$ cat config.mk
export PLATFORM = sky130hd
export DESIGN_NAME = field_sync
export DESIGN_NICKNAME = d
export VERILOG_FILES = /design/src/hdl/vision_pkg.sv /design/src/hdl/field_sync.sv
export SDC_FILE = /design/constraint.sdc
export NUM_CORES = 1
export LEC_CHECK = 0
export BUFFER_PORTS_ARGS = -buffer_cell sky130_fd_sc_hd__buf_4
export CORE_ASPECT_RATIO = 1.4
export CORE_MARGIN = 5
export CORE_UTILIZATION = 37
export CTS_BUF_LIST = sky130_fd_sc_hd__clkbuf_2
export CTS_CLUSTER_DIAMETER = 60
export DETAILED_ROUTE_END_ITERATION = 8
export SYNTH_ARGS = -nofsm -noshare
export SYNTH_HDL_FRONTEND = slang
export SYNTH_SLANG_ARGS = --single-unit
$ cat constraint.sdc
create_clock -name clk_llc -period 2 [get_ports clk_llc]
set_input_delay 0.2 -clock clk_llc [delete_from_list [all_inputs] [get_ports clk_llc]]
set_output_delay 0.2 -clock clk_llc [all_outputs]
set_load 0.05 [all_outputs]
$ cat src/hdl/vision_pkg.sv
package vision_pkg;

	// ----------------------------------------
	// memory and bus widths
	// ----------------------------------------
	localparam int ADDR_W      = 16;         // top bit selects the bank
	localparam int HOST_ADDR_W = ADDR_W - 1; // word address inside one bank
	localparam int WORD_W      = 16;
	localparam int BYTE_W      = 8;

	// byte phase inside one stored pixel group
	localparam int PHASE_W     = 3;
	localparam int GROUP_BYTES = 1 << PHASE_W; // 8 bytes per stored pixel

	localparam logic [PHASE_W-1:0] PH_CB = 3'd0; // 4:2:2 order cb y cr y
	localparam logic [PHASE_W-1:0] PH_Y  = 3'd1;
	localparam logic [PHASE_W-1:0] PH_CR = 3'd2;

	// ----------------------------------------
	// bt.601 constants, 8 fraction bits
	// ----------------------------------------
	localparam int K_W = 10;
	localparam logic [K_W-1:0] K_Y    = 10'd298; // 1.164
	localparam logic [K_W-1:0] K_CR_R = 10'd408; // 1.596
	localparam logic [K_W-1:0] K_CR_G = 10'd208; // 0.813
	localparam logic [K_W-1:0] K_CB_G = 10'd100; // 0.392
	localparam logic [K_W-1:0] K_CB_B = 10'd516; // 2.017

	// offsets at the x4 input scale
	localparam int SCALED_W = BYTE_W + 2;
	localparam logic [SCALED_W-1:0] Y_OFFSET = 10'd64;  // black level
	localparam logic [SCALED_W-1:0] C_OFFSET = 10'd512; // chroma zero

	localparam int PROD_W = 21; // signed products and sums

	// rgb565 field widths
	localparam int RB_W = 5;
	localparam int G_W  = 6;

	// frame port arbiter
	typedef enum logic [1:0] {
		ARB_IDLE,  // port free, host address on the ram
		ARB_WRITE, // capture word goes to memory
		ARB_READ,  // ram data for the host comes back
		ARB_HOLD   // host data latched, wait released
	} arb_state_t;

endpackage

$ cat src/hdl/field_sync.sv
`timescale 1ns/1ps

module field_sync (
	input  logic                           clk_llc,
	input  logic                           resetx,
	input  logic                           vref,
	input  logic                           href,
	input  logic                           odd,
	output logic                           keep_byte,
	output logic [vision_pkg::PHASE_W-1:0] phase,
	input  logic                           pix_valid,
	output logic [vision_pkg::ADDR_W-1:0]  pix_addr,
	output logic                           read_bank,
	output logic                           irq0,
	output logic                           irq1
);
	import vision_pkg::*;

	logic                   odd_field;   // odd field active
	logic [2:0]             field_sr;    // odd_field delay line
	logic                   field_start;
	logic                   field_done;
	logic                   href_d1;
	logic                   href_rise;
	logic                   line_par;
	logic                   par_base;
	logic                   line_kept;
	logic                   bank;        // bank being written
	logic [HOST_ADDR_W-1:0] pix_cnt;

	assign odd_field   = odd & vref; // even fields ignored
	assign field_start = odd_field & ~field_sr[0];
	assign href_rise   = href & ~href_d1;

	// line parity, first line of a field kept
	// the toggle is seen in the first byte cycle of the line already
	assign par_base  = field_start ? 1'b0 : line_par;
	assign line_kept = par_base ^ href_rise;
	assign keep_byte = odd_field & href & line_kept;

	always_ff @(posedge clk_llc or negedge resetx)
		if (!resetx)
		begin
			field_sr <= '0;
			href_d1  <= 1'b0;
			line_par <= 1'b0;
		end
		else
		begin
			field_sr <= {field_sr[1:0], odd_field};
			href_d1  <= href;
			line_par <= line_kept;
		end

	// byte phase, 0 outside kept lines
	always_ff @(posedge clk_llc or negedge resetx)
		if (!resetx)
			phase <= '0;
		else if (keep_byte)
			phase <= phase + PHASE_W'(1); // wraps every group
		else
			phase <= '0;

	// ----------------------------------------
	// bank and pixel address
	// ----------------------------------------
	always_ff @(posedge clk_llc or negedge resetx)
		if (!resetx)
			bank <= 1'b1; // first field lands in bank 0
		else if (field_start)
			bank <= ~bank;

	always_ff @(posedge clk_llc or negedge resetx)
		if (!resetx)
			pix_cnt <= '0;
		else if (field_start)
			pix_cnt <= '0;
		else if (pix_valid)
			pix_cnt <= pix_cnt + HOST_ADDR_W'(1); // next stored pixel

	assign pix_addr = {bank, pix_cnt};

	// host side sees the other bank while capturing, the last one between fields
	assign read_bank = field_sr[0] ? ~bank : bank;

	// two cycle pulse after the field falls
	assign field_done = ~field_sr[0] & field_sr[2];
	assign irq0       = field_done & ~bank; // bank 0 complete
	assign irq1       = field_done & bank;  // bank 1 complete

endmodule

* After elaboration in Yosys (flattened, before gate mapping)
Cells that the tools add are included.
** Operators by class
- Multiplexer cells :: 5
- Reductions and logical operators :: 1
- $add $sub $neg :: 2
- Bitwise operators :: 12
** Operators by type and width (count)
- 2-to-1 mux 15 bit :: 2
- adder 15 x 1 -> 15 bit (second input constant) :: 1
- AND 1 bit :: 8
- adder 3 x 1 -> 3 bit (second input constant) :: 1
- 2-to-1 mux 3 bit :: 1
- inverter 1 bit :: 3
- 2-to-1 mux 1 bit :: 2
- nonzero test 2 bit :: 1
- bitwise XOR 1 bit :: 1
** Word-level totals
- Register bits after elaboration :: 24
- Output and inout port bits :: 23
- Input port bits :: 6

* Logic depth before layout (Yosys ltp)
- Depth in word-level cells :: 6
- Gate-level depth with buffers :: 4
- Mapped depth without buffers :: 4

* Least setup slack after synthesis
No wires, ideal clock.
- Path type :: register -> register
- From :: register pix_cnt[0]
- To :: register pix_cnt[10]
- Data required time :: 1922 ps
- Library setup time :: 78 ps
- Stages on the path, launching flop included :: 5
- Arrival time :: 1808 ps
- Path buffers :: 0
- Path slack :: 114 ps
- Path through :: dfrtp_1 > ha_1 > nand4_4 > or4_1 > a21oi_1
** Between the ends
- Cells in the longest elaborated chain, start to end :: 3
** Ends and longest elaborated chain
- start, declared :: line field_sync.sv:29 : logic [HOST_ADDR_W-1:0] pix_cnt;
- start signal, assigned :: line field_sync.sv:79 : pix_cnt <= pix_cnt + HOST_ADDR_W'(1);
- adder 15 x 1 -> 15 bit :: line field_sync.sv:79
- 2-to-1 mux 15 bit :: line field_sync.sv:78 : else if (pix_valid)
- 2-to-1 mux 15 bit :: line field_sync.sv:76 : else if (field_start)
Every way passes these cells. The select of a mux whose other input is x is not followed.
A chain may end at the register's enable or synchronous reset.

* Final worst setup path
- From :: register field_sr[0]
- To :: output keep_byte
** Between the ends
- Cells in the longest elaborated chain, start to end :: 5
** Ends and longest elaborated chain
- start, declared :: line field_sync.sv:20 : logic [2:0] field_sr;
- start signal, assigned :: line field_sync.sv:50 : field_sr <= {field_sr[1:0], odd_field};
- inverter 1 bit :: line field_sync.sv:32 : assign field_start = odd_field & ~field_sr[0];
- AND 1 bit :: line field_sync.sv:32
- 2-to-1 mux 1 bit :: line field_sync.sv:37 : assign par_base = field_start ? 1'b0 : line_par;
- bitwise XOR 1 bit :: line field_sync.sv:38 : assign line_kept = par_base ^ href_rise;
- AND 1 bit :: line field_sync.sv:39 : assign keep_byte = odd_field & href & line_kept;
- end, declared :: line field_sync.sv:9 : output logic keep_byte,
Every way passes these cells.

==> flow_metrics.env <==
export IMPL_num_fill_cells=308
export IMPL_antenna_found_initial=0
export IMPL_pwr_share_comb_pct=35.3
export IMPL_track_usage_pct=12.45
export IMPL_slowest_delay_ns=0.51
export IMPL_min_from="vref"
export IMPL_whs_endpoint="field_sr[0]"
export IMPL_cp_max_fo=8
export IMPL_post_route_period_util_pct=89.85
export IMPL_crit_chain="and3_1 > o211ai_1 > inv_1 > buf_4"
export IMPL_p_seq_share_pct=49.8
export IMPL_r2r_start="pix_cnt[0]"
export IMPL_drive_gt1_share_pct=26.28
export IMPL_finalPower_uw=1261
export IMPL_syn_area_um2=1144
export IMPL_clock_fmax_mhz=556.5
export IMPL_power_switching_uw=527.8
export IMPL_tns_ns=0
export IMPL_cpMaxStageDelayCell="dfrtp_1"
export IMPL_via_per_inst=5.142
export IMPL_leakage_uw=0.0006715
export IMPL_clk_pin_slew_ns=0.22
export IMPL_hold_path_class="primary input to register"
export IMPL_cts_resized=0
export IMPL_core_um2=3063
export IMPL_num_antenna_cells=0
export IMPL_pwr_share_clk_pct=14.9
export IMPL_die_h_um=75.78
export IMPL_run_status="finished clean"
export IMPL_ios=29
export IMPL_wl_mm=2.380
export IMPL_post_route_util_pct=46.69
export IMPL_postCtsSetupBuffers=0
export IMPL_drt_pass1_iterations=4
export IMPL_power_density_nw_per_um2=881.7
export IMPL_setup_violations_final=0
export IMPL_critical_path_startpoint="field_sr[0]"
export IMPL_cts_tree="done"
export IMPL_drv_slew=0
export IMPL_cts_root_buf="clkbuf_2"
export IMPL_r2r_end="pix_cnt[10]"
export IMPL_cp_end_kind="output pin"
export IMPL_initial_core_util_pct=37.34
export IMPL_required_ns=1.80
export IMPL_syn_nets=113
export IMPL_r2r_setup_slack_ns=0.35
export IMPL_synth_ff_latch_count=24
export IMPL_syn_inst=105
export IMPL_die_area_um2=4318
export IMPL_route_detailed_wl_per_inst_um=13.52
export IMPL_gp_congestion=0.8062
export IMPL_multi_input_area_um2=511.7
export IMPL_fin_worst_skew_ns=0.008349
export IMPL_seq_area_um2=601.8
export IMPL_crit_buf_inv=2
export IMPL_vias=905
export IMPL_cp_depth=4
export IMPL_grt_pass1_vias=956
export IMPL_clk_latency_ns=0.34
export IMPL_grt_setup_unrepaired="no"
export IMPL_netSwitchingFraction_pct=41.86
export IMPL_place_hpwl_mm=1.771
export IMPL_drc=0
export IMPL_cts_made_buffers=3
export IMPL_tightest_slew_ns=0.4052
export IMPL_cts_max_level=1
export IMPL_dpl_cell_area_um2=1391
export IMPL_grt_pass1_wl_mm=4.215
export IMPL_placementRows=24
export IMPL_critPathLaunchType="register"
export IMPL_cp_arrival_ns=1.60
export IMPL_nets=146
export IMPL_grt_overflow=0
export IMPL_finalInstanceArea_um2=1430
export IMPL_avgSynthCellArea_um2=10.89
export IMPL_die_x_um=56.99
export IMPL_crit_family="flip-flops"
export IMPL_slew_headroom_pct=72.91
export IMPL_clockBufferDepth=2
export IMPL_holdPathStages=2
export IMPL_postRouteAntennaNets=0
export IMPL_setup_worst_path_class="register to output pin"
export IMPL_vdd_drop_max_v=0.0006755
export IMPL_post_route_min_period_ns=1.797
export IMPL_grt_max_degree=25
export IMPL_ys_seq_area_share_pct=52.63
export IMPL_drt_initial_drc_count=27
export IMPL_hold_viol=0
export IMPL_syn_to_final_growth_pct=25.05
export IMPL_drv_cap=0
export IMPL_ys_warn_count=0
export IMPL_synth_cell_types=29
export IMPL_numPortBuffers=28
export IMPL_clock_sinks=24
export IMPL_r2r_cells=4
export IMPL_p_int_uw=733.1
[worst max path at each step]
stage                   to  slack (ns)
3_5_place_dp   pix_cnt[10]        0.40
2_1_floorplan  pix_cnt[10]        0.11
5_1_grt          keep_byte        0.05
6_report         keep_byte        0.20
3_3_place_gp   pix_cnt[10]        0.44
4_1_cts          keep_byte        0.17
[power groups by stage]
| stage | logic [uW] | clock network [uW] | registers (uW) |
|---|---|---|---|
| 4_1_cts | 452 | 198 | 632 |
| 5_1_grt | 475 | 222 | 641 |
| 2_1_floorplan | 220 | 0 | 734 |
| 6_report | 445 | 187 | 628 |
| 3_5_place_dp | 446 | 0 | 640 |
| 3_3_place_gp | 443 | 0 | 633 |
[cell usage in the layout (no fill, tap or decap), drive strengths merged, types with 3 or more instances in the layout]
cell type	count
buf	29
dfrtp	23
nand2	10
a21oi	7
nor2	7
xnor2	5
mux2i	5
nand4	5
nand2b	4
nor4	4
o31ai	4
or4	4
inv	3
xor2	3
clkbuf	3
[routing by layer]
layer  wire [um]  share of wire [%]  track usage [%]  vias up
li1            -                  -                -      438
met1         942                 40            14.47      431
met2        1219                 51            22.49       30
met3         169                7.1            2.034        6
met4          48                2.0            5.670        0
met5           0                  0                0        -
[repair_timing]
item	in CTS	in global routing
endpoints found under the hold margin	25	0
endpoints found under the setup margin	0	0
hold buffers	2	0
[synth_stat cells]
cell type	number	area, um2
nand4_1	3	18.77
or3_2	1	7.510
and3_1	1	6.260
a21oi_1	7	35.03
xnor2_1	5	43.79
nor3b_1	1	7.510
nor2_1	7	26.28
o31ai_1	4	30.03
ha_1	2	25.02
dfrtp_1	23	575.6
o211ai_1	1	7.510
and2_1	2	12.51
nor2b_1	2	12.51
mux2i_1	5	50.05
inv_1	3	11.26
xor2_1	3	26.28
nand4_4	2	42.54
or4_1	4	30.03
dfstp_2	1	26.28
o21ai_0	2	10.01
or3_1	1	6.260
nand2b_1	4	25.02
nor4_1	4	25.02
nand3_1	2	10.01
buf_4	2	15.01
nand2_1	10	37.54
and3b_1	1	8.760
nand3b_1	1	7.510
clkbuf_1	1	3.750
[final cells by class]
class | instances | area share, %
timing repair buffer | 31 | 16.62
clock inverter | 1 | 0.2625
inverter | 3 | 0.7874
multi-input combinational | 75 | 35.78
tap | 39 | 3.412
sequential | 24 | 42.08
clock buffer | 3 | 1.050
[per-stage QoR]
stage,setup slack [ns],hold WS (ns),cells
after global placement,0.4377,0.1154,170
after detailed placement,0.3984,0.1181,170
final,0.2031,0.1069,176
after floorplan,0.1136,-0.09559,105
after CTS,0.1738,0.09209,176
after global routing,0.04874,0.07298,176
[kinds of logic after synthesis]
family                     count (synthesis)  synth area share [%]
adders and majority gates                  2                 2.188
and+or+nand+nor                           46                 24.84
AOI/OAI and AO/OA                         14                 7.221
xor gates and xnor gates                   8                 6.127
DFF                                       24                 52.63
buffers and inverters                      6                 2.625
muxes                                      5                 4.377
[state kept, by name (all words and copies together) (netlist names)]
register,count
phase,3
bank,1
field_sr,3
line_par,1
pix_cnt,15
href_d1,1
[worst register-to-register path: cells and delay by family (launching register included)]
kind | cells | cell delay (ns)
adder cells (fa/ha/maj) | 1 | 0.25
AO/OA/AOI/OAI | 1 | 0.15
flip-flops | 1 | 0.50
AND/OR/NAND/NOR | 2 | 0.70
Note: power is estimated with default switching activity, not from simulation.
