`src/hdl/vision_pkg.sv`:
```
package vision_pkg;

	// ----------------------------------------
	// memory and bus widths
	// ----------------------------------------
	localparam int ADDR_W      = 16;         // top bit selects the bank
	localparam int HOST_ADDR_W = ADDR_W - 1; // word address inside one bank
	localparam int WORD_W      = 16;
	localparam int BYTE_W      = 8;

	// byte phase inside one stored pixel group
	localparam int PHASE_W     = 3;
	localparam int GROUP_BYTES = 1 << PHASE_W; // 8 bytes per stored pixel

	localparam logic [PHASE_W-1:0] PH_CB = 3'd0; // 4:2:2 order cb y cr y
	localparam logic [PHASE_W-1:0] PH_Y  = 3'd1;
	localparam logic [PHASE_W-1:0] PH_CR = 3'd2;

	// ----------------------------------------
	// bt.601 constants, 8 fraction bits
	// ----------------------------------------
	localparam int K_W = 10;
	localparam logic [K_W-1:0] K_Y    = 10'd298; // 1.164
	localparam logic [K_W-1:0] K_CR_R = 10'd408; // 1.596
	localparam logic [K_W-1:0] K_CR_G = 10'd208; // 0.813
	localparam logic [K_W-1:0] K_CB_G = 10'd100; // 0.392
	localparam logic [K_W-1:0] K_CB_B = 10'd516; // 2.017

	// offsets at the x4 input scale
	localparam int SCALED_W = BYTE_W + 2;
	localparam logic [SCALED_W-1:0] Y_OFFSET = 10'd64;  // black level
	localparam logic [SCALED_W-1:0] C_OFFSET = 10'd512; // chroma zero

	localparam int PROD_W = 21; // signed products and sums

	// rgb565 field widths
	localparam int RB_W = 5;
	localparam int G_W  = 6;

	// frame port arbiter
	typedef enum logic [1:0] {
		ARB_IDLE,  // port free, host address on the ram
		ARB_WRITE, // capture word goes to memory
		ARB_READ,  // ram data for the host comes back
		ARB_HOLD   // host data latched, wait released
	} arb_state_t;

endpackage

```
`src/hdl/ycbcr_to_gray.sv`:
```
`timescale 1ns/1ps

module ycbcr_to_gray (
	input  logic                          clk_llc,
	input  logic                          resetx,
	input  logic [vision_pkg::BYTE_W-1:0] vpo,
	input  logic                          keep_byte,
	input  logic [vision_pkg::PHASE_W-1:0] phase,
	output logic                          pix_valid,
	output logic [vision_pkg::WORD_W-1:0] pix_word
);
	import vision_pkg::*;

	logic [BYTE_W-1:0]        cb_q;
	logic [BYTE_W-1:0]        y_q;
	logic [BYTE_W-1:0]        cr_q;
	logic [2:0]               vld_sr;          // latch, product, sum stages
	logic signed [PROD_W-1:0] y_w, cb_w, cr_w; // offset removed, x4 scale
	logic signed [PROD_W-1:0] x_p, a_p, b1_p, b2_p, c_p;
	logic signed [PROD_W-1:0] r_s, g_s, b_s;
	logic [G_W-1:0]           r6, g6, b6;
	logic [RB_W-1:0]          gray;

	// range check on a sum, returns bits 17..12
	function automatic logic [G_W-1:0] clip_sum(input logic signed [PROD_W-1:0] s);
		if (s[PROD_W-1])
			return '0; // negative
		else if (|s[PROD_W-2:PROD_W-3])
			return '1; // over full scale
		else
			return s[PROD_W-4 -: G_W];
	endfunction

	// ----------------------------------------
	// byte capture
	// ----------------------------------------
	always_ff @(posedge clk_llc)
	begin
		if (keep_byte && phase == PH_CB)
			cb_q <= vpo;
		if (keep_byte && phase == PH_Y)
			y_q <= vpo; // first luma of the pair
		if (keep_byte && phase == PH_CR)
			cr_q <= vpo;
	end

	// strobe follows the cr byte down the pipe
	always_ff @(posedge clk_llc or negedge resetx)
		if (!resetx)
			vld_sr <= '0;
		else
			vld_sr <= {vld_sr[1:0], keep_byte && phase == PH_CR};

	assign y_w  = $signed(PROD_W'({y_q, 2'b00})) - $signed(PROD_W'(Y_OFFSET));
	assign cb_w = $signed(PROD_W'({cb_q, 2'b00})) - $signed(PROD_W'(C_OFFSET));
	assign cr_w = $signed(PROD_W'({cr_q, 2'b00})) - $signed(PROD_W'(C_OFFSET));

	// ----------------------------------------
	// products, then sums
	// ----------------------------------------
	always_ff @(posedge clk_llc)
	begin
		x_p  <= y_w * $signed(PROD_W'(K_Y));
		a_p  <= cr_w * $signed(PROD_W'(K_CR_R)); // r from cr
		b1_p <= cr_w * $signed(PROD_W'(K_CR_G)); // g from cr
		b2_p <= cb_w * $signed(PROD_W'(K_CB_G)); // g from cb
		c_p  <= cb_w * $signed(PROD_W'(K_CB_B)); // b from cb
	end

	always_ff @(posedge clk_llc)
	begin
		r_s <= x_p + a_p;
		g_s <= x_p - b1_p - b2_p;
		b_s <= x_p + c_p;
	end

	// r and b keep the upper five of the six clipped bits
	assign r6 = clip_sum(r_s);
	assign g6 = clip_sum(g_s);
	assign b6 = clip_sum(b_s);

	// r/4 + g/4 + b/8
	assign gray = RB_W'(r6[G_W-1:3]) + RB_W'(g6[G_W-1:2]) + RB_W'(b6[G_W-1:4]);

	assign pix_word  = {gray, gray, 1'b0, gray}; // gray as rgb565
	assign pix_valid = vld_sr[2];

endmodule

```
`config.mk`:
```
export PLATFORM = sky130hd
export DESIGN_NAME = ycbcr_to_gray
export DESIGN_NICKNAME = d
export VERILOG_FILES = /design/src/hdl/vision_pkg.sv /design/src/hdl/ycbcr_to_gray.sv
export SDC_FILE = /design/constraint.sdc
export NUM_CORES = 1
export LEC_CHECK = 0
export ABC_AREA = 1
export ABC_CLOCK_PERIOD_IN_PS = 4100
export BUFFER_PORTS_ARGS = -buffer_cell sky130_fd_sc_hd__clkbuf_2
export CAP_MARGIN = 20
export CORE_MARGIN = 2
export CORE_UTILIZATION = 60
export DETAILED_ROUTE_END_ITERATION = 7
export PLACE_DENSITY = 0.77
export RECOVER_POWER = 50
export SYNTH_ARGS = -nofsm -noshare
export SYNTH_HDL_FRONTEND = slang
export SYNTH_SLANG_ARGS = --single-unit
```
`constraint.sdc`:
```
create_clock -name clk_llc -period 4.1 [get_ports clk_llc]
set_input_delay 0.82 -clock clk_llc [delete_from_list [all_inputs] [get_ports clk_llc]]
set_output_delay 0.82 -clock clk_llc [all_outputs]
set_load 0.01 [all_outputs]
```
Word-level counts from Yosys, hierarchy flattened
Index checks and enable logic that the tools add are counted.
{"block": "classes", "add_sub_neg": 9, "mul": 5, "eq_ne": 2, "mux": 6, "reduce_logical": 7}
{"operator": "$add 21x21->21", "n": 2}
{"operator": "$sub 21x21->21", "n": 2}
{"operator": "$mux 6", "n": 6}
{"operator": "$sub 10x10->11 const B", "n": 2}
{"operator": "$mul 11x9->20 const B", "n": 1}
{"operator": "$mul 11x9->19 const B", "n": 1}
{"operator": "$mul 11x7->18 const B", "n": 1}
{"operator": "$mul 11x6->17 const B", "n": 1}
{"operator": "$mul 11x5->16 const B", "n": 1}
{"operator": "$sub 10x7->11 const B", "n": 1}
{"operator": "$reduce_or 2->1", "n": 3}
{"operator": "$add 3x4->5", "n": 1}
{"operator": "$add 5x2->5", "n": 1}
{"operator": "$eq 3x1->1 const B", "n": 1}
{"operator": "$eq 3x2->1 const B", "n": 1}
{"operator": "$logic_and 1x1->1", "n": 3}
{"operator": "$logic_not 3->1", "n": 1}
{"block": "totals", "register_bits": 183, "input_bits": 14, "out_inout_bits": 17, "elab_cells": 41}

Longest topological paths before layout
{"block": "logic_depth", "word_depth": 5, "mapped_depth": 19, "ltp_nobuf": 19}

Least setup slack after synthesis
No wires, ideal clock.
{"block": "synth_path", "path_type": "register -> register", "from": "register y_q[4]", "to": "register x_p[20]", "setup_ps": 116, "t_arrival_ps": 3593, "slack_ps": 391, "stages_incl_launch_ff": 20, "n_path_buf": 0, "period_less_slack_ps": 3709, "cell_sequence": "edfxtp_1 inv_1 ha_1 xnor2_1 inv_1 ha_1 ha_1 inv_1 fa_1 fa_1 inv_1 ha_1 a21oi_1 o21ai_2 nand2_1 nand2_1 nand2_1 nand2_1 nand2_1 o21ai_1"}
{"block": "synth_between", "elab_chain_len": 2}
{"element": "start: declaration", "line_no": "ycbcr_to_gray.sv:15", "text": "logic [BYTE_W-1:0] y_q;"}
{"element": "start signal: assignment", "line_no": "ycbcr_to_gray.sv:42", "text": "y_q <= vpo;"}
{"element": "$sub 10x7->11", "line_no": "ycbcr_to_gray.sv:54", "text": "assign y_w = $signed(PROD_W'({y_q, 2'b00})) - $signed(PROD_W'(Y_OFFSET));"}
{"element": "$mul 11x9->20", "line_no": "ycbcr_to_gray.sv:63", "text": "x_p <= y_w * $signed(PROD_W'(K_Y));"}
{"element": "end signal: assignment", "line_no": "ycbcr_to_gray.sv:63"}
{"element": "end: declaration", "line_no": "ycbcr_to_gray.sv:19", "text": "logic signed [PROD_W-1:0] x_p, a_p, b1_p, b2_p, c_p;"}
Every way passes these cells.
A chain may end at the register's enable or synchronous reset.

Worst setup path after layout
{"block": "layout_path", "from": "register y_q[6]", "to": "register x_p[19]"}
Same word-level chain as after synthesis.

==> results_dict.tcl <==
set metrics [dict create \
    outcome "finished clean" \
    leakage_uw 0.005982 \
    maxSlewHeadroom_pct 56.82 \
    met3_usage_pct 4.346 \
    num_rows 47 \
    grt_pass1_wl_mm 36.74 \
    area_delta_synth_final_pct 9.212 \
    antenna_found_initial 0 \
    dp_hpwl_mm 17.56 \
    synth_xor_area_share_pct 4.501 \
    yosys-top-cells-count "inv_1, nand2_1, ha_1" \
    syn-instance-count 1217 \
    cap_violations 0 \
    ys_warn_count 0 \
    slowest_stage "fa_1" \
    yosysSeqAreaShare_pct 26.26 \
    cp_max_fo 4 \
    switchingPower_uw 3249 \
    synthArstFlopShare_pct 2.500 \
    postSynthAreaPerCell_um2 8.314 \
    clkPwrFrac_pct 19.5 \
    vias 7861 \
    synth_compound_area_share_pct 8.186 \
    start_kind "register" \
    cts_tree "built" \
    ys_types 43 \
    use_met2_pct 44.56 \
    ir_drop_uv 717.0 \
    via_per_inst 5.269 \
    min_period_ns 3.870 \
    p_comb_share_pct 56.3 \
    busiest_layer "met2" \
    numPortBuffers 29 \
    synth_flop_cell "dfxtp_1" \
    ys_ff_latch 120 \
    hold_violations 0 \
    dp_slack_ns 0.1443 \
    fp.dieW_um 133.9 \
    sequentialPowerShare_pct 24.1 \
    synth_mux_area_share_pct 0 \
    fmax_mhz 258.4 \
    synth_top_family_by_area "adder cells" \
    coreArea_um2 16520 \
    cts_sinks 120 \
    first_iter_violations 375 \
    synth_edf_count 24 \
    setup_violations 0 \
    drive_above_1_share_pct 6.447 \
    ant_nets 0 \
    netlist.top_cell.by_area "ha_1" \
    fin_crit_sh_pct 94.39 \
    numCtsBuffers 17 \
    critPathRequiredTime_ns 4.42 \
    synthAdderAreaFrac_pct 34.48 \
    r2r_start "y_q[6]$_DFFE_PP_" \
    die_h_um 133.9 \
    nets 1517 \
    diodes 0 \
    critPathLaunch "y_q[6]$_DFFE_PP_" \
    arrival_ns 4.19 \
    critical_path.cell_chain "nor2_1 > nand2_1 > xor2_2 > inv_1 > ha_1 > ha_1 > inv_1 > fa_1 > fa_1 > inv_1 > ha_1 > a21oi_1 > nor2_1 > nor2_1 > nand2_1 > nand2_1 > nand2_1 > nand2_1 > nand2_1" \
    r2r_slack_ns 0.23 \
    netSwitchingFraction_pct 45.26 \
    yosys.area_share.simple_pct 16.63 \
    met1_usage_pct 32.40 \
    synth.top_cells.by_area "ha_1, dfxtp_1, fa_1" \
    detail_route.first_pass.iterations 5 \
    synth.top_cell.area_share_pct 23.00 \
    clock_latency_ns 0.42 \
    critical-path-max-stage-delay_ns 0.54 \
    crit_top_cell "nand2_1" \
    holdWs_ns 0.1996 \
    yosysMostFrequentCell "inv_1" \
    hold_buffers 0 \
    routedWlPerCell_um 14.65 \
    internal_power_uw 3929 \
    wl_mm 21.86 \
    worst_slack_ns 0.2301 \
    grt_max_degree 17 \
    postPlaceCellArea_um2 10490 \
    path_delay_family "adder cells" \
    die_area_um2 17920 \
    drc 0 \
    grt.overflow.total 0 \
    worst-path-buf-inv 3 \
    critical_path_class "reg -> reg" \
    synth_nets 1475 \
    io_pins 31 \
    holdCritPathClass "in -> async" \
    skew_ns 0.009626 \
    grt_pass1_vias 7857 \
    grtUsageTotal_pct 26.16 \
    worst_pin_slew_ns 0.6453 \
    fin_area_um2 11050 \
    place_congestion 0.9649 \
    cts_max_level 4 \
    endpoint_kind "register" \
    start_util_pct 61.23 \
    netlist_area_um2 10120 \
    clk_path_buf_depth 2 \
    root_buffer "clkbuf_16" \
    final_max_slew_viol_count 0 \
    path_clk_slew_ns 0.06 \
    p_per_area_nw_per_um2 649.5 \
]
-- what timing repair did --
item / 4_1_cts / 5_1_grt
resized for setup: 0 / 4
endpoints found under the hold margin: 0 / 0
setup endpoints to repair: 0 / 8
setup buffers: 0 / 1
-- area by class of cell --
| type | count | area (um^2) |
|---|---|---|
| Multi-Input combinational cell | 841 | 6467 |
| Sequential cell | 120 | 2658 |
| Tap cell | 220 | 275.3 |
| Clock inverter | 13 | 121.4 |
| Timing Repair Buffer | 34 | 165.2 |
| Fill cell | 1349 | 5474 |
| Inverter | 245 | 919.6 |
| Clock buffer | 19 | 444.2 |
-- power groups by stage --
stage	clock network, uW	logic (uW)	registers (uW)
after floorplan	0	3330	1630
after global placement	0	3920	1740
after detailed placement	0	4010	1750
after CTS	1420	4050	1730
after global routing	1470	4650	1740
final	1400	4040	1730
-- through the flow --
| stage | TNS (ns) | power [uW] | cells | utilization [%] |
|---|---|---|---|---|
| after CTS | 0 | 7192 | 1491 | 66.88 |
| after detailed placement | 0 | 5759 | 1459 | 63.46 |
| final | 0 | 7178 | 1492 | 66.87 |
| after global placement | 0 | 5663 | 1459 | 63.46 |
| after floorplan | 0 | 4952 | 1217 | - |
| after global routing | -0.003417 | 7856 | 1492 | 66.87 |
-- path summary, 6_finish.rpt --
check	to	depth (start not counted)
max reg2reg	x_p[19]$_DFF_P_	19
min reg2reg	vld_sr[1]$_DFF_PN0_	0
max in group asynchronous	vld_sr[1]$_DFF_PN0_	1
min in group clk_llc	vld_sr[1]$_DFF_PN0_	0
min	vld_sr[0]$_DFF_PN0_	1
max	x_p[19]$_DFF_P_	19
-- per-layer routing --
layer | share of wire (%) | vias up | wire length [um]
met5 | 0 | - | 0
met4 | 4.6 | 0 | 997
met3 | 4.6 | 56 | 999
met2 | 47 | 210 | 10310
met1 | 44 | 3628 | 9551
li1 | - | 3967 | -
-- sequential cells by signal, summed over array words and instances (netlist names) --
name / count
b_s: 5
y_q: 8
c_p: 17
a_p: 15
b1_p: 14
cb_q: 8
x_p: 17
vld_sr: 3
b2_p: 12
r_s: 6
cr_q: 8
g_s: 7
-- layout by cell type, fill, tap and decap left out, types with 5 or more instances in the layout --
cell       instances
inv_2              5
dfxtp_1           93
a21oi_1           77
nor2_1            73
inv_1            240
edfxtp_1          24
nor3_1             6
a21o_1             8
o21ai_0           22
fa_1              58
clkbuf_2          19
xor2_1            37
clkbuf_16         17
o21bai_1           8
nand2_1          229
xnor2_1           14
nand4_1           10
clkbuf_1          12
nand3_1           58
ha_1             185
o21ai_1           12
-- logic make-up after synthesis --
kind of cell | after synthesis
and+or+nand+nor | 398
buffers and inverters | 256
adders and majority gates | 244
AOI/OAI and AO/OA | 146
DFF | 120
xor gates and xnor gates | 52
other | 1
(Power assumes the default switching activity.)
