==> config.mk <==
export PLATFORM = sky130hd
export DESIGN_NAME = frame_arbiter
export DESIGN_NICKNAME = d
export VERILOG_FILES = /design/src/hdl/vision_pkg.sv /design/src/hdl/frame_arbiter.sv
export SDC_FILE = /design/constraint.sdc
export NUM_CORES = 1
export LEC_CHECK = 0
export ABC_AREA = 1
export BUFFER_PORTS_ARGS = -buffer_cell sky130_fd_sc_hd__buf_2
export CELL_PAD_IN_SITES_DETAIL_PLACEMENT = 1
export CELL_PAD_IN_SITES_GLOBAL_PLACEMENT = 2
export CORE_ASPECT_RATIO = 1.75
export CORE_MARGIN = 2
export CORE_UTILIZATION = 28
export CTS_CLUSTER_SIZE = 20
export DETAILED_ROUTE_END_ITERATION = 8
export PLACE_DENSITY_LB_ADDON = 0.1
export SYNTH_ARGS = -nofsm -noshare
export SYNTH_HDL_FRONTEND = slang
export SYNTH_SLANG_ARGS = --single-unit
==> constraint.sdc <==
create_clock -name clk_llc -period 3.45 [get_ports clk_llc]
set_input_delay 0.5175 -clock clk_llc [delete_from_list [all_inputs] [get_ports clk_llc]]
set_output_delay 0.5175 -clock clk_llc [all_outputs]
set_load 0.01 [all_outputs]
==> src/hdl/vision_pkg.sv <==
package vision_pkg;

	// ----------------------------------------
	// memory and bus widths
	// ----------------------------------------
	localparam int ADDR_W      = 16;         // top bit selects the bank
	localparam int HOST_ADDR_W = ADDR_W - 1; // word address inside one bank
	localparam int WORD_W      = 16;
	localparam int BYTE_W      = 8;

	// byte phase inside one stored pixel group
	localparam int PHASE_W     = 3;
	localparam int GROUP_BYTES = 1 << PHASE_W; // 8 bytes per stored pixel

	localparam logic [PHASE_W-1:0] PH_CB = 3'd0; // 4:2:2 order cb y cr y
	localparam logic [PHASE_W-1:0] PH_Y  = 3'd1;
	localparam logic [PHASE_W-1:0] PH_CR = 3'd2;

	// ----------------------------------------
	// bt.601 constants, 8 fraction bits
	// ----------------------------------------
	localparam int K_W = 10;
	localparam logic [K_W-1:0] K_Y    = 10'd298; // 1.164
	localparam logic [K_W-1:0] K_CR_R = 10'd408; // 1.596
	localparam logic [K_W-1:0] K_CR_G = 10'd208; // 0.813
	localparam logic [K_W-1:0] K_CB_G = 10'd100; // 0.392
	localparam logic [K_W-1:0] K_CB_B = 10'd516; // 2.017

	// offsets at the x4 input scale
	localparam int SCALED_W = BYTE_W + 2;
	localparam logic [SCALED_W-1:0] Y_OFFSET = 10'd64;  // black level
	localparam logic [SCALED_W-1:0] C_OFFSET = 10'd512; // chroma zero

	localparam int PROD_W = 21; // signed products and sums

	// rgb565 field widths
	localparam int RB_W = 5;
	localparam int G_W  = 6;

	// frame port arbiter
	typedef enum logic [1:0] {
		ARB_IDLE,  // port free, host address on the ram
		ARB_WRITE, // capture word goes to memory
		ARB_READ,  // ram data for the host comes back
		ARB_HOLD   // host data latched, wait released
	} arb_state_t;

endpackage

==> src/hdl/frame_arbiter.sv <==
`timescale 1ns/1ps

module frame_arbiter (
	input  logic                               clk_llc,
	input  logic                               resetx,
	input  logic                               wr_req,
	input  logic [vision_pkg::ADDR_W-1:0]      wr_addr,
	input  logic [vision_pkg::WORD_W-1:0]      wr_data,
	input  logic                               read_bank,
	input  logic                               csx,
	input  logic                               rdx,
	input  logic [vision_pkg::HOST_ADDR_W-1:0] adr,
	output logic [vision_pkg::WORD_W-1:0]      data,
	output logic                               waitx,
	output logic [vision_pkg::ADDR_W-1:0]      ram_addr,
	output logic [vision_pkg::WORD_W-1:0]      ram_wdata,
	output logic                               ram_we,
	input  logic [vision_pkg::WORD_W-1:0]      ram_rdata
);
	import vision_pkg::*;

	arb_state_t        state;
	arb_state_t        state_nx;
	logic              pend_valid; // one write slot
	logic [ADDR_W-1:0] pend_addr;
	logic [WORD_W-1:0] pend_data;
	logic              wr_pend;
	logic              rd_req;
	logic              rd_done;    // data latched, host not yet released

	assign wr_pend = wr_req | pend_valid;
	assign rd_req  = ~csx & ~rdx;

	// ----------------------------------------
	// pending capture write
	// ----------------------------------------
	always_ff @(posedge clk_llc or negedge resetx)
		if (!resetx)
			pend_valid <= 1'b0;
		else if (wr_req)
			pend_valid <= 1'b1;
		else if (state == ARB_WRITE)
			pend_valid <= 1'b0; // issued

	always_ff @(posedge clk_llc)
		if (wr_req)
		begin
			pend_addr <= wr_addr;
			pend_data <= wr_data;
		end

	// ----------------------------------------
	// port FSM
	// ----------------------------------------
	always_comb
	begin
		state_nx = state;
		case (state)
			ARB_IDLE:
				if (wr_pend)
					state_nx = ARB_WRITE; // capture first
				else if (rd_req)
					state_nx = ARB_READ;
			ARB_WRITE:
				if (rd_done && rd_req)
					state_nx = ARB_HOLD; // back to a host read still open
				else
					state_nx = ARB_IDLE;
			ARB_READ:
				state_nx = ARB_HOLD;
			ARB_HOLD:
				if (wr_pend)
					state_nx = ARB_WRITE; // port is free while holding
				else if (!rd_req)
					state_nx = ARB_IDLE;
			default:
				state_nx = ARB_IDLE;
		endcase
	end

	always_ff @(posedge clk_llc or negedge resetx)
		if (!resetx)
			state <= ARB_IDLE;
		else
			state <= state_nx;

	always_ff @(posedge clk_llc or negedge resetx)
		if (!resetx)
			rd_done <= 1'b0;
		else if (state == ARB_READ)
			rd_done <= 1'b1;
		else if (!rd_req)
			rd_done <= 1'b0; // host raised the strobes

	// ram answer for the address given in idle
	always_ff @(posedge clk_llc)
		if (state == ARB_READ)
			data <= ram_rdata;

	assign waitx = ~rd_req | rd_done; // low only while a read is owed

	// host address sits on the port except during a write
	assign ram_we    = (state == ARB_WRITE);
	assign ram_addr  = ram_we ? pend_addr : {read_bank, adr};
	assign ram_wdata = pend_data;

endmodule

Word-level counts from Yosys, hierarchy flattened
Cells that the tools add are included.
{"block": "totals", "output_inout_bits": 50, "in_bits": 69, "wordCells": 33, "reg_bits": 52}
{"block": "op_classes", "eq_ne": 6, "n_mux": 11, "bitwise": 6, "n_reduce_logical": 4}
{"op": "$mux 16", "n": 1}
{"op": "$mux 2", "n": 5}
{"op": "$pmux 2 s4", "n": 1}
{"op": "$ne 3x3->1 const B", "n": 2}
{"op": "$eq 2x2->1 const B", "n": 2}
{"op": "$mux 1", "n": 4}
{"op": "$not 1->1", "n": 3}
{"op": "$eq 2x1->1 const B", "n": 1}
{"op": "$logic_not 2->1", "n": 1}
{"op": "$ne 2x1->1 const B", "n": 1}
{"op": "$or 1x1->1", "n": 2}
{"op": "$reduce_and 2->1", "n": 1}
{"op": "$reduce_bool 2->1", "n": 1}
{"op": "$and 1x1->1", "n": 1}
{"op": "$logic_and 1x1->1", "n": 1}

Depth between registers and ports, before layout
Gate-level depths: netlist of run 1.
{"block": "depth", "word_depth": 5, "ltp_mapped": 6, "ltp_nobuf": 6}

Least setup slack after synthesis of run 1
Ideal clock, no wire load.
{"block": "synth_timing", "kind": "reg-to-output", "startpoint": "reg state[1]", "endpoint": "out ram_addr[10] in the netlist's numbering", "arrival_ns": 0.962, "n_path_buf": 1, "path_stages_with_launch": 6, "required_ns": 2.932, "path_slack_ns": 1.970, "cell_sequence": "dfrtp_1 nor2_8 inv_6 buf_12 nand2_2 nand2_2"}
{"block": "synth_between", "elab_chain_len": 2}
{"item": "from (decl)", "line": "frame_arbiter.sv:22", "text": "arb_state_t state;"}
{"item": "from (signal assigned)", "line": "frame_arbiter.sv:85", "text": "state <= state_nx;"}
{"item": "$eq 2x1->1", "line": "frame_arbiter.sv:103", "text": "assign ram_we = (state == ARB_WRITE);"}
{"item": "$mux 16", "line": "frame_arbiter.sv:104", "text": "assign ram_addr = ram_we ? pend_addr : {read_bank, adr};"}
{"item": "to (decl)", "line": "frame_arbiter.sv:15", "text": "output logic [vision_pkg::ADDR_W-1:0] ram_addr,"}
No other way between the ends.

Final worst setup path of run 1
{"block": "layout_timing", "startpoint": "reg state[1]", "endpoint": "out ram_addr[1] in the netlist's numbering"}
Same word-level chain as after synthesis.

==> impl.org, run 1 <==
** STA
- Final-report hold violation count :: 0
- Static timing analysis puts the maximum clock frequency at 499.3 MHz.
- After layout, the worst setup slack is 1447 ps.
- Setup violations remaining at the end of the flow were counted as 0.
- Setup TNS after final layout :: 0 ps
- Unrepaired setup endpoints after global routing :: no
- The final max-slew violation count is 0.
- Max-slew headroom at the worst pin :: 50.77%
- Portion of the clock cycle consumed by the worst path in the final layout :: 58.05%
- Post-Route Skew :: 2.218 ps
- Hold is met by 22.63 ps.
- At the pin with the least slew margin, the transition time is between 700 and 800 ps.
- Post-layout min period :: 2003 ps

** Clock network
- Hold buffers post-CTS :: 0
- H-Tree Level Count :: 2
- Clock-pin slew on the worst setup and hold paths :: about 70 ps
- For the worst-skew pair, the clock arrives at the later sink with an insertion delay of 290 ps.
- Clk sink count :: between 50 and 60
- TritonCTS built the clock tree.
- The clock passes through at most 2 buffers.
- The cell sitting at the root of the clock tree is a sky130_fd_sc_hd__clkbuf_16.
- After clock tree synthesis, the repair step resized 0 gates.
- In this run, CTS created clock tree buffers numbering 5.
- After clock tree synthesis, the setup repair step added 0 buffers.

** Route
- Dividing the detail-routed wire length by the instance count gives 12.77 um.
- DR WL met2 :: 2339 um
- Wires add up to ~4300 um.
- Top routing layer used :: met4
- Sum of met3 wire segment lengths after detailed routing :: 515 um
- Violation count after the first detailed-route iteration :: 11
- DRC violation count after routing :: 0
- Pre-antenna DRT Iters :: 3
- Met1 wire length :: 1305 um
- Antenna violation net count after detailed routing :: 0
- Across all layers, the routed design uses 1,379 vias.
- After detailed routing, the number of vias per cell comes to 4.141.

** Flow run
- Across the run, the number of max-cap violations was 0.

** Worst setup path
- The critical path goes through nor2_8 > inv_6 > nand2_1 > nand2_1 > buf_2.
- The largest single stage delay on the critical path is 470 ps.
- Slowest library cell on the worst path :: sky130_fd_sc_hd__dfrtp_1
- CP Launch Type :: flop
- Crit Reg-Reg Endpoint :: data[5]
- Worst reg2reg setup slack :: 1980 ps
- By startpoint and endpoint, the worst setup path is classified as reg2out.
- The worst setup path is captured at an output port.
- In this run the worst setup path begins at state[1].
- CP Max Fanout :: 19
- Required time of the worst setup path :: 2930 ps
- The worst register-to-register path has a depth of 2.
- Reg2reg start :: state[1]
- Data arrives at the worst endpoint at 1490 ps.
- CP dominant cell by count :: sky130_fd_sc_hd__nand2_1

** Layout
- The layout has about 800 filler cells.
- Area of all placed cells without fillers :: 0.002754 sq mm
- After the last flow step, the layout net total stands at 317.
- Relative to the synthesized area, the layout overhead comes to 42.18%.
- Cells with a size suffix above 1 make up 60.24% of the layout.
- Number of diodes added for antenna fixing :: 0

** Synth
- Cell taking the most area after synthesis :: sky130_fd_sc_hd__edfxtp_1
- Yosys printed 0 warnings.
- Synthesized net count :: a little under 200
- Cell area after synthesis :: 0.001937 sq mm
- Synthesized netlist cell count :: 125
- Sequential share of the synthesized area :: 79.59%
- Each instance of the synthesized netlist takes up on average 15.49 sq um.
- Top area cells in the synthesized netlist :: sky130_fd_sc_hd__edfxtp_1 74%, sky130_fd_sc_hd__nand2_1 6.4%, sky130_fd_sc_hd__nand2_2 5.8%
- Number of distinct library cells after synthesis :: 17
- After synthesis, the largest area contributor takes up 74.42% of total cell area.
- Synthesized flop and latch total :: 52

** Global route
- Number of antenna violations at the first check in global routing :: 0
- Vias in the first global route :: 1,441
- For this run the aggregate overflow at the end of global routing stands at 0.
- Total global-route track usage :: 11.76%
- Largest net degree at the start of global routing :: 36
- The first global-routing pass estimated about 6600 um of wire.

** Placement
- Routability-driven placement congestion ratio :: 0.7044
- The count of buffers added on input and output ports is 118.
- Post-Place Cell Area :: 0.002601 sq mm
- Prior to clock tree synthesis, the placed netlist has a worst setup slack of 1712 ps.

** Die
- Initial standard-cell utilization of the core :: 28.46%
- The die is 66.87 um wide.
- The initialized floorplan defines 40 standard-cell rows.
- Full die area :: 0.007625 sq mm
- Vertical die dimension :: 114.0 um
- For this design the top-level I/O count stands at 119.
- CORE AREA :: 0.006807 sq mm

** Status
- Outcome :: finished, final reports clean

** Power
- VDD sags by at most 0.3943 mV.
- Pleak :: 1.264 nW
- In this run the power density over the cells is 671.2 mW/mm^2.

** Worst hold path
- The min-delay analysis places its worst path in the category in2async.
cell families (layout without fill, tap and decap cells):
family	Yosys count	after routing	synth area share, %
DFF	52	52	79.59
buffers and inverters	7	131	2.842
AOI/OAI and AO/OA	2	2	0.5163
and+or+nand+nor	64	64	17.05
worst max path at each step:
stage                   end  slack (ps)
2_1_floorplan  ram_addr[10]        1970
3_3_place_gp    ram_addr[0]        1740
3_5_place_dp       state[1]        1710
4_1_cts         ram_addr[1]        1390
5_1_grt        ram_addr[14]        1310
6_report        ram_addr[1]        1450
cell usage after synthesis (all sizes together):
| library cell | n |
|---|---|
| nand2 | 53 |
| edfxtp | 48 |
| nor2 | 6 |
| inv | 5 |
| dfrtp | 4 |
| nand3 | 3 |
| buf | 2 |
| nand4 | 2 |
| o21ai | 2 |
registers in the layout, indices dropped and copies added (netlist names):
signal and cells:
data 16, pend_valid 1, rd_done 1, pend_addr 16, state 2, ram_wdata 16
worst max-delay path: cells and delay by family, from the launching register on:
family,cells,cell delay (ps)
flops,1,470
buf+inv,2,280
simple gates,3,440
where the power goes:
group	internal, W	switching [W]	total [W]
sequential	0.000779	0.0000306	0.000810
combinational	0.000203	0.000339	0.000542
clock	0.000275	0.000221	0.000496
area by class of cell:
class	instances	area (sq um)	share of cell area, %
Clock buffer	5	125.1	4.543
Clock inverter	3	27.53	0.9995
Inverter	5	23.77	0.8632
Multi-Input combinational cell	66	340.3	12.36
Sequential cell	52	1541	55.97
Tap cell	84	105.1	3.816
Timing Repair Buffer	118	590.6	21.44
layer usage:
| layer | vias up | track usage [%] |
|---|---|---|
| met2 | 82 | 20.93 |
| met1 | 618 | 10.68 |
| met5 | - | 0 |
| met3 | 6 | 6.016 |
| li1 | 673 | - |
| met4 | 0 | 5.442 |
per-stage QoR:
stage          total power (W)  std cells  utilization (%)
2_1_floorplan         0.001194        125                -
3_3_place_gp          0.001383        325            38.22
3_5_place_dp          0.001387        325            38.22
4_1_cts               0.001894        333            40.46
5_1_grt               0.001980        333            40.46
6_report              0.001848        333            40.46
placed cells by master (no fill, tap or decap):
| cell | n |
|---|---|
| sky130_fd_sc_hd__nand4_1 | 2 |
| sky130_fd_sc_hd__buf_2 | 118 |
| sky130_fd_sc_hd__inv_8 | 1 |
| sky130_fd_sc_hd__inv_2 | 1 |
| sky130_fd_sc_hd__nor2_8 | 1 |
| sky130_fd_sc_hd__nand3_1 | 2 |
| sky130_fd_sc_hd__o21ai_0 | 1 |
| sky130_fd_sc_hd__nand2_2 | 18 |
| sky130_fd_sc_hd__clkbuf_16 | 5 |
| sky130_fd_sc_hd__nand2_1 | 33 |
| sky130_fd_sc_hd__nor2_1 | 5 |
| sky130_fd_sc_hd__dfrtp_1 | 4 |
| sky130_fd_sc_hd__clkinvlp_4 | 1 |
| sky130_fd_sc_hd__clkinv_4 | 1 |
| sky130_fd_sc_hd__nand2_4 | 2 |
| sky130_fd_sc_hd__o21ai_1 | 1 |
| sky130_fd_sc_hd__inv_6 | 1 |
| sky130_fd_sc_hd__edfxtp_1 | 48 |
| sky130_fd_sc_hd__nand3_2 | 1 |
| sky130_fd_sc_hd__inv_1 | 3 |
No activity file was read; power rests on OpenSTA's default activity.
==> run 2: changes to the inputs <==
--- a/config.mk
+++ b/config.mk
@@ -5,13 +5,13 @@
 export SDC_FILE = /design/constraint.sdc
 export NUM_CORES = 1
 export LEC_CHECK = 0
-export ABC_AREA = 1
+export ABC_AREA = 0
 export BUFFER_PORTS_ARGS = -buffer_cell sky130_fd_sc_hd__buf_2
 export CELL_PAD_IN_SITES_DETAIL_PLACEMENT = 1
 export CELL_PAD_IN_SITES_GLOBAL_PLACEMENT = 2
 export CORE_ASPECT_RATIO = 1.75
 export CORE_MARGIN = 2
-export CORE_UTILIZATION = 28
+export CORE_UTILIZATION = 26
 export CTS_CLUSTER_SIZE = 20
 export DETAILED_ROUTE_END_ITERATION = 8
 export PLACE_DENSITY_LB_ADDON = 0.1
==> constraint.sdc (replaced) <==
create_clock -name clk_llc -period 2.1 [get_ports clk_llc]
set_input_delay 0.315 -clock clk_llc [delete_from_list [all_inputs] [get_ports clk_llc]]
set_output_delay 0.315 -clock clk_llc [all_outputs]
set_load 0.01 [all_outputs]
==> run 2 against run 1 <==
Compared with the run above: critical path type unchanged; global-route usage grew 0.83 points; clock skew grew 3.0 ps; cell area shrank 1.5%; non-clock buffer count grew 3; via count shrank 8.3%; sequential power grew 57%; total power grew 56%; critical endpoint is now ram_addr[11].
==> impl.org, run 2 <==
** STA
- Of the available clock period, the critical path in the final layout requires 95.35%.
- The worst hold slack across all endpoints came to 198.0 ps (+175.4 ps).
- Worst-margin pin slew :: 626.6 ps (-111.8 ps)
- Post-layout min period :: around 2000 ps
- Setup TNS after final layout :: 0 ps (unchanged)
- The count of final hold-check violations is 0 (unchanged).
- The headroom to the max-slew limit came to 58.18% (+7.4 points).
- Setup repair after global routing left no endpoint under its margin.
- Number of failing setup endpoints in the final timing report :: 0 (unchanged)
- The worst clock skew was 5.189 ps (+2.971 ps).
- F_max :: 499.4 MHz
- Total count of max-transition violations in the final report :: 0 (unchanged)
- The worst path setup slack after routing came to 97.56 ps (-1350 ps).

** Worst setup path
- The critical path is of the reg2out type.
- Data arrival time of the worst path :: 1690 ps (+200 ps)
- CP Launch Type :: flop
- The required time reported for the critical path endpoint was 1780 ps (-1150 ps).
- The highest fanout seen on the critical path came to 11 (-8).
- The setup slack of the worst register-to-register path is 640 ps (-1340 ps).
- Crit Reg-Reg Endpoint :: data[14]
- Crit end category :: output port
- The startpoint identified for the worst register-to-register timing path is state[0].
- The number of cells on the worst reg-to-reg path was 2 (unchanged).

** Clock network
- The quantity of gates resized following cts is 0 (unchanged).
- The CTS sink count is 52 (unchanged).
- TritonCTS built the clock tree.
- In this run the clock root is driven by a sky130_fd_sc_hd__clkbuf_16.
- The post-CTS clock slew at the launch and capture registers of the worst setup and hold paths was 70 ps (about the same).
- The insertion delay to the later sink of the worst-skew pair is 290 ps (about the same).
- Number of setup buffers added after CTS :: 0 (unchanged)
- Inserted Clock Buffers :: 5 (unchanged)
- The depth of the CTS H-tree was 2 (unchanged).
- The clock tree buffer depth is 2 (unchanged).

** Placement
- The port buffer count came to 118 (unchanged).
- After legalization and detailed placement, the total HPWL measured 3701 um.
- Post-Place Cell Area :: 0.002536 sq mm (-2.5%)
- The placer congestion estimate was 0.6823 (-3.1%).
- Cell Count Post-Placement :: 286 (-12%)
- The worst slack at placement is 383.7 ps (-1329 ps).

** Layout
- Fin nets :: 279 (-12%)
- Number of diodes added for antenna fixing :: 0 (unchanged)
- Area of all placed cells without fillers :: 0.002714 sq mm (-1.5%)
- Fill cells :: 752 (-4.0%)
- Area growth from synthesis to layout :: 48.16%
- Share of cells above drive strength 1 :: 68.72% (+8.5 points)
- The library cells used most frequently in the layout, excluding fill and tap cells, are 118 x sky130_fd_sc_hd__buf_2, 48 x sky130_fd_sc_hd__edfxtp_1, 16 x sky130_fd_sc_hd__mux2_2, 5 x sky130_fd_sc_hd__clkbuf_16, 4 x sky130_fd_sc_hd__dfrtp_1.
- Final cell count without fillers :: 295 (-11%)
- Leaving out fill and tap cells, the most frequent cell in the layout is sky130_fd_sc_hd__buf_2.

** Route
- The via-per-instance ratio is 4.285 (+3.5%).
- The count of TritonRoute iterations in the first routing pass was 4 (+1).
- Antenna violation net count after detailed routing :: 0 (unchanged)
- The total routed wirelength came to 4545 um (+6.9%).
- The detailed-route via count is 1,264 (-8.3%).
- Average routed wire per standard cell :: 15.41 um (+21%)
- The violation count after the first detailed-route iteration is 31 (+20).
- The DRC violations left is 0 (unchanged).

** Power
- Pleak :: 1.188 nW (-5.9%)
- Worst VDD drop :: 0.5783 mV (+47%)
- The power density over the cells was 1060 mW/mm^2 (+58%).

** Synth
- Cell taking the most area after synthesis :: sky130_fd_sc_hd__edfxtp_1
- The proportion of synthesized chip area in sequential cells is 84.15% (+4.6 points).
- For this run, the leading register cell type out of synthesis is sky130_fd_sc_hd__edfxtp_1.
- The synthesized net count came to 153 (-21%).
- The commonest cells after synthesis are 48 x sky130_fd_sc_hd__edfxtp_1, 16 x sky130_fd_sc_hd__mux2_2, 4 x sky130_fd_sc_hd__dfrtp_1.
- The number of cells produced by synthesis is 84 (-33%).
- The register bit total from synthesis is 52 (unchanged).
- Post-synthesis area per instance :: 21.81 sq um (+41%)
- Number of synthesized flops with an enable pin :: 48 (unchanged)
- Area share of the leading cell type in the synthesized netlist :: 78.69% (+4.3 points)
- The fraction of registers with async set/reset is 7.692% (unchanged).
- Count leader, synth :: sky130_fd_sc_hd__edfxtp_1
- Yosys warnings :: 0 (unchanged)
- Number of distinct library cells after synthesis :: 15 (-2)
- In the post-synthesis netlist, the biggest area contributors are sky130_fd_sc_hd__edfxtp_1 79%, sky130_fd_sc_hd__mux2_2 9.8%, sky130_fd_sc_hd__dfrtp_1 5.5%.
- The area of the mapped netlist is 0.001832 sq mm (-5.4%).

** Die
- CORE AREA :: 0.006857 sq mm (+0.74%)
- Number of I/O pins :: 119 (unchanged)
- The initial core utilization was 26.72% (-1.7 points).
- The number of rows in the core area was 40 (unchanged).
- The area of the die is 0.007759 sq mm (+1.8%).
- Vertical die dimension :: 115.0 um (+0.89%)
- The floorplan die width was 67.45 um (+0.87%).

** Global route
- The global-route usage over all layers is 12.59% (+0.83 points).
- The global-route wire length before repair came to 6906 um (+5.4%).
- The overflow left after global routing came to 0 (unchanged).
- The initial antenna violation count came to 0 (unchanged).
- Largest net degree at the start of global routing :: 22 (-39%)
- The via count of the first global-routing pass was 1,410 (-2.2%).

** Flow run
- Count of max-cap constraint violations :: 0 (unchanged)

** Worst hold path
- Worst min-delay path endpoint :: data[6]
- The path class of the tightest hold or removal check is in2reg.
- Hold path startpoint :: ram_rdata[6]
- Instance count along the most critical hold path :: 1

** Status
- The flow ran to the end, and the final reports show no timing, DRC or antenna violations.
==> run 2: layout make-up <==
class	count	area, sq um	share of cell area [%]
flip-flops and latches	52	1541	56.80
clock inverters	3	42.54	1.568
inverters	2	7.507	0.2766
clock buffers	5	125.1	4.610
repair buffers	121	628.1	23.14
well taps	84	105.1	3.873
multi-input cells	28	264.0	9.728
==> run 2: what timing repair did <==
action	CTS	global route
setup endpoints to repair	0	0
hold buffers	1	0
hold endpoints to repair	4	0
==> run 2: per-stage QoR <==
| stage | total power [W] | util, % |
|---|---|---|
| finish | 0.002877 | 39.58 |
| global route | 0.003012 | 39.58 |
| CTS | 0.002936 | 39.58 |
| detailed placement | 0.002004 | 36.99 |
| global placement | 0.001981 | 36.99 |
| floorplan | 0.001698 | - |
==> run 2: worst max-delay path: stages (launching register included) <==
cell and delay, ps:
sky130_fd_sc_hd__dfrtp_1 410, sky130_fd_sc_hd__nor2b_4 320, sky130_fd_sc_hd__buf_12 180, sky130_fd_sc_hd__mux2_2 340, sky130_fd_sc_hd__buf_2 150
==> run 2: how the worst max path moves through the flow <==
stage	cells past startpoint	to	startpoint	slack, ps
after floorplan	3	ram_addr[10]	state[1]	740
after global placement	4	ram_addr[11]	state[1]	440
after detailed placement	4	ram_addr[11]	state[1]	380
after CTS	4	ram_addr[11]	state[1]	60
after global routing	4	ram_addr[11]	state[1]	40
final	4	ram_addr[11]	state[1]	100
==> run 2: power breakdown <==
| group | switching, W | internal [W] |
|---|---|---|
| sequential | 0.0000324 | 0.00124 |
| combinational | 0.000331 | 0.000363 |
| clock | 0.000350 | 0.000560 |
| total | 0.000714 | 0.00216 |
==> run 2: cell families after synthesis <==
group	Yosys count	share of synthesized area, %
flip-flops	52	84.15
multiplexers	17	10.38
buffers and inverters	4	1.435
AND/OR/NAND/NOR	8	2.459
AO/OA/AOI/OAI	3	1.571
==> run 2: metal layers <==
metal,wire (um),global-route usage [%],vias up
met5,0,0,-
li1,-,-,571
met4,81,5.306,0
met1,1415,11.45,609
met3,424,4.403,5
met2,2623,24.03,79
==> run 3: changes to the inputs <==
==> constraint.sdc (replaced) <==
create_clock -name clk_llc -period 2.1 [get_ports clk_llc]
set_input_delay 0.315 -clock clk_llc [delete_from_list [all_inputs] [get_ports clk_llc]]
set_output_delay 0.315 -clock clk_llc [all_outputs]
set_load 0.005 [all_outputs]
==> run 3 against run 2 <==
Compared with the run above: clock skew fell by 1.4 ps; combinational power fell by 11%; die area did not move; global-route usage fell by 0.47 points; sequential share of layout area fell by 0.079 points; total power fell by 2.5%; critical path type unchanged; largest cell class unchanged.
==> impl.org, run 3 (synthesis results as in run 2) <==
** Clock network
- Number of buffers on the longest clock path :: 2 (unchanged)
- The post-CTS clock slew at the launch and capture registers of the worst setup and hold paths was 70 ps (about the same).
- The quantity of gates resized following cts came to 0 (unchanged).
- In this run the clock root is driven by a sky130_fd_sc_hd__clkbuf_16.
- H-Tree Level Count :: 2 (unchanged)
- The insertion delay to the later sink of the worst-skew pair came to 280 ps (about the same).
- TritonCTS clock tree :: done
- Inserted Clock Buffers :: 5 (unchanged)
- Clk sink count :: 52 (unchanged)
- The buffers inserted during post-CTS setup optimization came to 0 (unchanged).

** Die
- Number of I/O pins :: 119 (unchanged)
- The area of the core was 0.006857 sq mm (unchanged).
- Standard-cell row count :: 40 (unchanged)
- The floorplan die width was 67.45 um (unchanged).
- The initial core utilization was 26.72% (unchanged).
- The area of the die is 0.007759 sq mm (unchanged).
- The die height is 115.0 um (unchanged).

** Global route
- The maximum number of pins on one net before global-route repair came to 22 (unchanged).
- The via count of the first global-routing pass is 1,400 (-0.71%).
- Global route total overflow :: 0 (unchanged)
- First-pass GRT wire length :: 6755 um (-2.2%)
- Number of antenna violations at the first check in global routing :: 0 (unchanged)
- The global-route usage over all layers is 12.12% (-0.47 points).

** STA
- The slew of the pin with the lowest slew margin was 627.8 ps (+1.225 ps).
- Total count of max-transition violations in the final report :: 0 (unchanged)
- The headroom to the max-slew limit is 58.10% (-0.082 points).
- Post-layout min period :: 1985 ps (-17.33 ps)
- The final critical-path share of the clock period was 94.53% (-0.83 points).
- Unrepaired setup endpoints after global routing :: no
- The final number of setup-violating endpoints came to 0 (unchanged).
- Setup TNS after final layout :: 0 ps (unchanged)
- The top achievable clock speed came to 503.8 MHz (+0.87%).
- Final-report hold violation count :: 0 (unchanged)
- The worst clock skew was 3.775 ps (-1.415 ps).

** Route
- Average routed wire per standard cell :: 15.13 um (-1.8%)
- The highest metal layer carrying signal wires in the routed design is met4.
- DR WL met2 :: 2584 um (-1.5%)
- Overall routed net length :: 4495 um (-1.1%)
- The detailed-route via count is 1,233 (-2.5%).
- Antenna violation net count after detailed routing :: 0 (unchanged)
- Violation count after the first detailed-route iteration :: 31 (unchanged)
- The via-per-instance ratio came to 4.152 (-3.1%).
- Sum of met3 wire segment lengths after detailed routing :: 457 um (+7.8%)
- Met1 wire length :: 1410 um (-0.35%)
- The DRC violations left is 0 (unchanged).
- Pre-antenna DRT Iters :: 4 (unchanged)

** Flow run
- The total of max-cap violations was 0 (unchanged).

** Layout
- Area growth from synthesis to layout :: 48.36%
- Number of diodes added for antenna fixing :: 0 (unchanged)
- Fill cells :: 736 (-2.1%)
- Area used by multi-input combinational logic :: 272.8 sq um (+3.3%)
- In the layout the commonest cells are 118 x sky130_fd_sc_hd__buf_2, 48 x sky130_fd_sc_hd__edfxtp_1, 16 x sky130_fd_sc_hd__mux2_2, 5 x sky130_fd_sc_hd__clkbuf_16, 4 x sky130_fd_sc_hd__dfrtp_1.
- Fin nets :: 281 (+0.72%)
- The share of post-route cells with drive strength above 1 came to 69.01% (+0.29 points).
- Most common cell after layout, fill and taps aside :: sky130_fd_sc_hd__buf_2
- End-of-flow core utilization :: 39.64% (+0.055 points)
- The footprint of the flip-flops and latches came to 0.001541 sq mm (unchanged).

** Power
- The maximum vdd ir drop was 0.6532 mV (+13%).
- The leakage power total was 1.193 nW (+0.36%).
- Total power per unit cell area :: 1032 mW/mm^2 (-2.7%)

** Worst setup path
- Crit end category :: output port
- Data arrival time of the worst path :: 1670 ps (-20 ps)
- The critical path in this run is classified as reg2out.
- The worst setup path is launched from a flop.
- CP Max Fanout :: 10 (-1)
- The required time reported for the critical path endpoint came to 1780 ps (about the same).

** Status
- The flow ran to the end, and the final reports show no timing, DRC or antenna violations.

** Worst hold path
- In this run the worst hold path is classified as in2reg.

** Placement
- The placer congestion estimate came to 0.6941 (+1.7%).
- The port buffer count came to 118 (unchanged).
- Detailed-placement wirelength estimate :: 3561 um (-3.8%)
[run 3: cell types whose count changed in the layout (fill, tap and decap cells not counted)]
cell | before | now
sky130_fd_sc_hd__buf_4 | 1 | 3
sky130_fd_sc_hd__buf_12 | 1 | 0
sky130_fd_sc_hd__nor2b_2 | 0 | 1
[run 3: final cells by class]
cell class | instances | share of cell area [%]
Clock inverter | 3 | 1.565
Multi-Input combinational cell | 29 | 10.04
Sequential cell | 52 | 56.72
Clock buffer | 5 | 4.604
Inverter | 2 | 0.2762
Tap cell | 84 | 3.867
Timing Repair Buffer | 122 | 22.93
[run 3: critical path, stage by stage (launching register included)]
cell and delay, ps:
sky130_fd_sc_hd__dfrtp_1 430, sky130_fd_sc_hd__nor2b_2 440, sky130_fd_sc_hd__mux2_2 390, sky130_fd_sc_hd__buf_2 120
[run 3: final timing paths]
path	start	end	slack [ps]	cells past startpoint
hold reg to reg	pend_valid	pend_valid	530	2
max in group asynchronous	resetx	pend_valid	1610	2
min in group asynchronous	resetx	rd_done	370	2
hold / removal	ram_rdata[5]	data[5]	200	1
setup reg to reg	state[0]	data[3]	610	2
setup / recovery	state[1]	ram_addr[2]	110	3
[run 3: metrics by stage]
step	setup WS (ps)	total power [W]	hold WS, ps	instances	instance area, sq um
final	114.9	0.002804	201.5	297	2718
after global routing	10.02	0.002950	188.4	297	2718
after CTS	29.91	0.002844	192.8	296	2709
after detailed placement	345.7	0.001916	126.8	287	2531
after global placement	417.7	0.001893	126.0	287	2531
after floorplan	769.6	0.001628	19.41	84	1832
[run 3: where the power goes]
part	internal, W	leakage (nW)	switching, W
logic	0.000352	0.604	0.000269
registers	0.00124	0.508	0.0000353
clock network	0.000560	0.0814	0.000348
[run 3: what timing repair did]
action                                  CTS  global route
hold buffers                              1             0
hold endpoints to repair                  4             0
endpoints found under the setup margin    0            16
[run 3: metal layers]
| layer | vias to the layer above | GRT usage [%] |
|---|---|---|
| li1 | 579 | - |
| met1 | 572 | 10.86 |
| met2 | 78 | 22.90 |
| met3 | 4 | 4.697 |
| met4 | 0 | 5.306 |
| met5 | - | 0 |
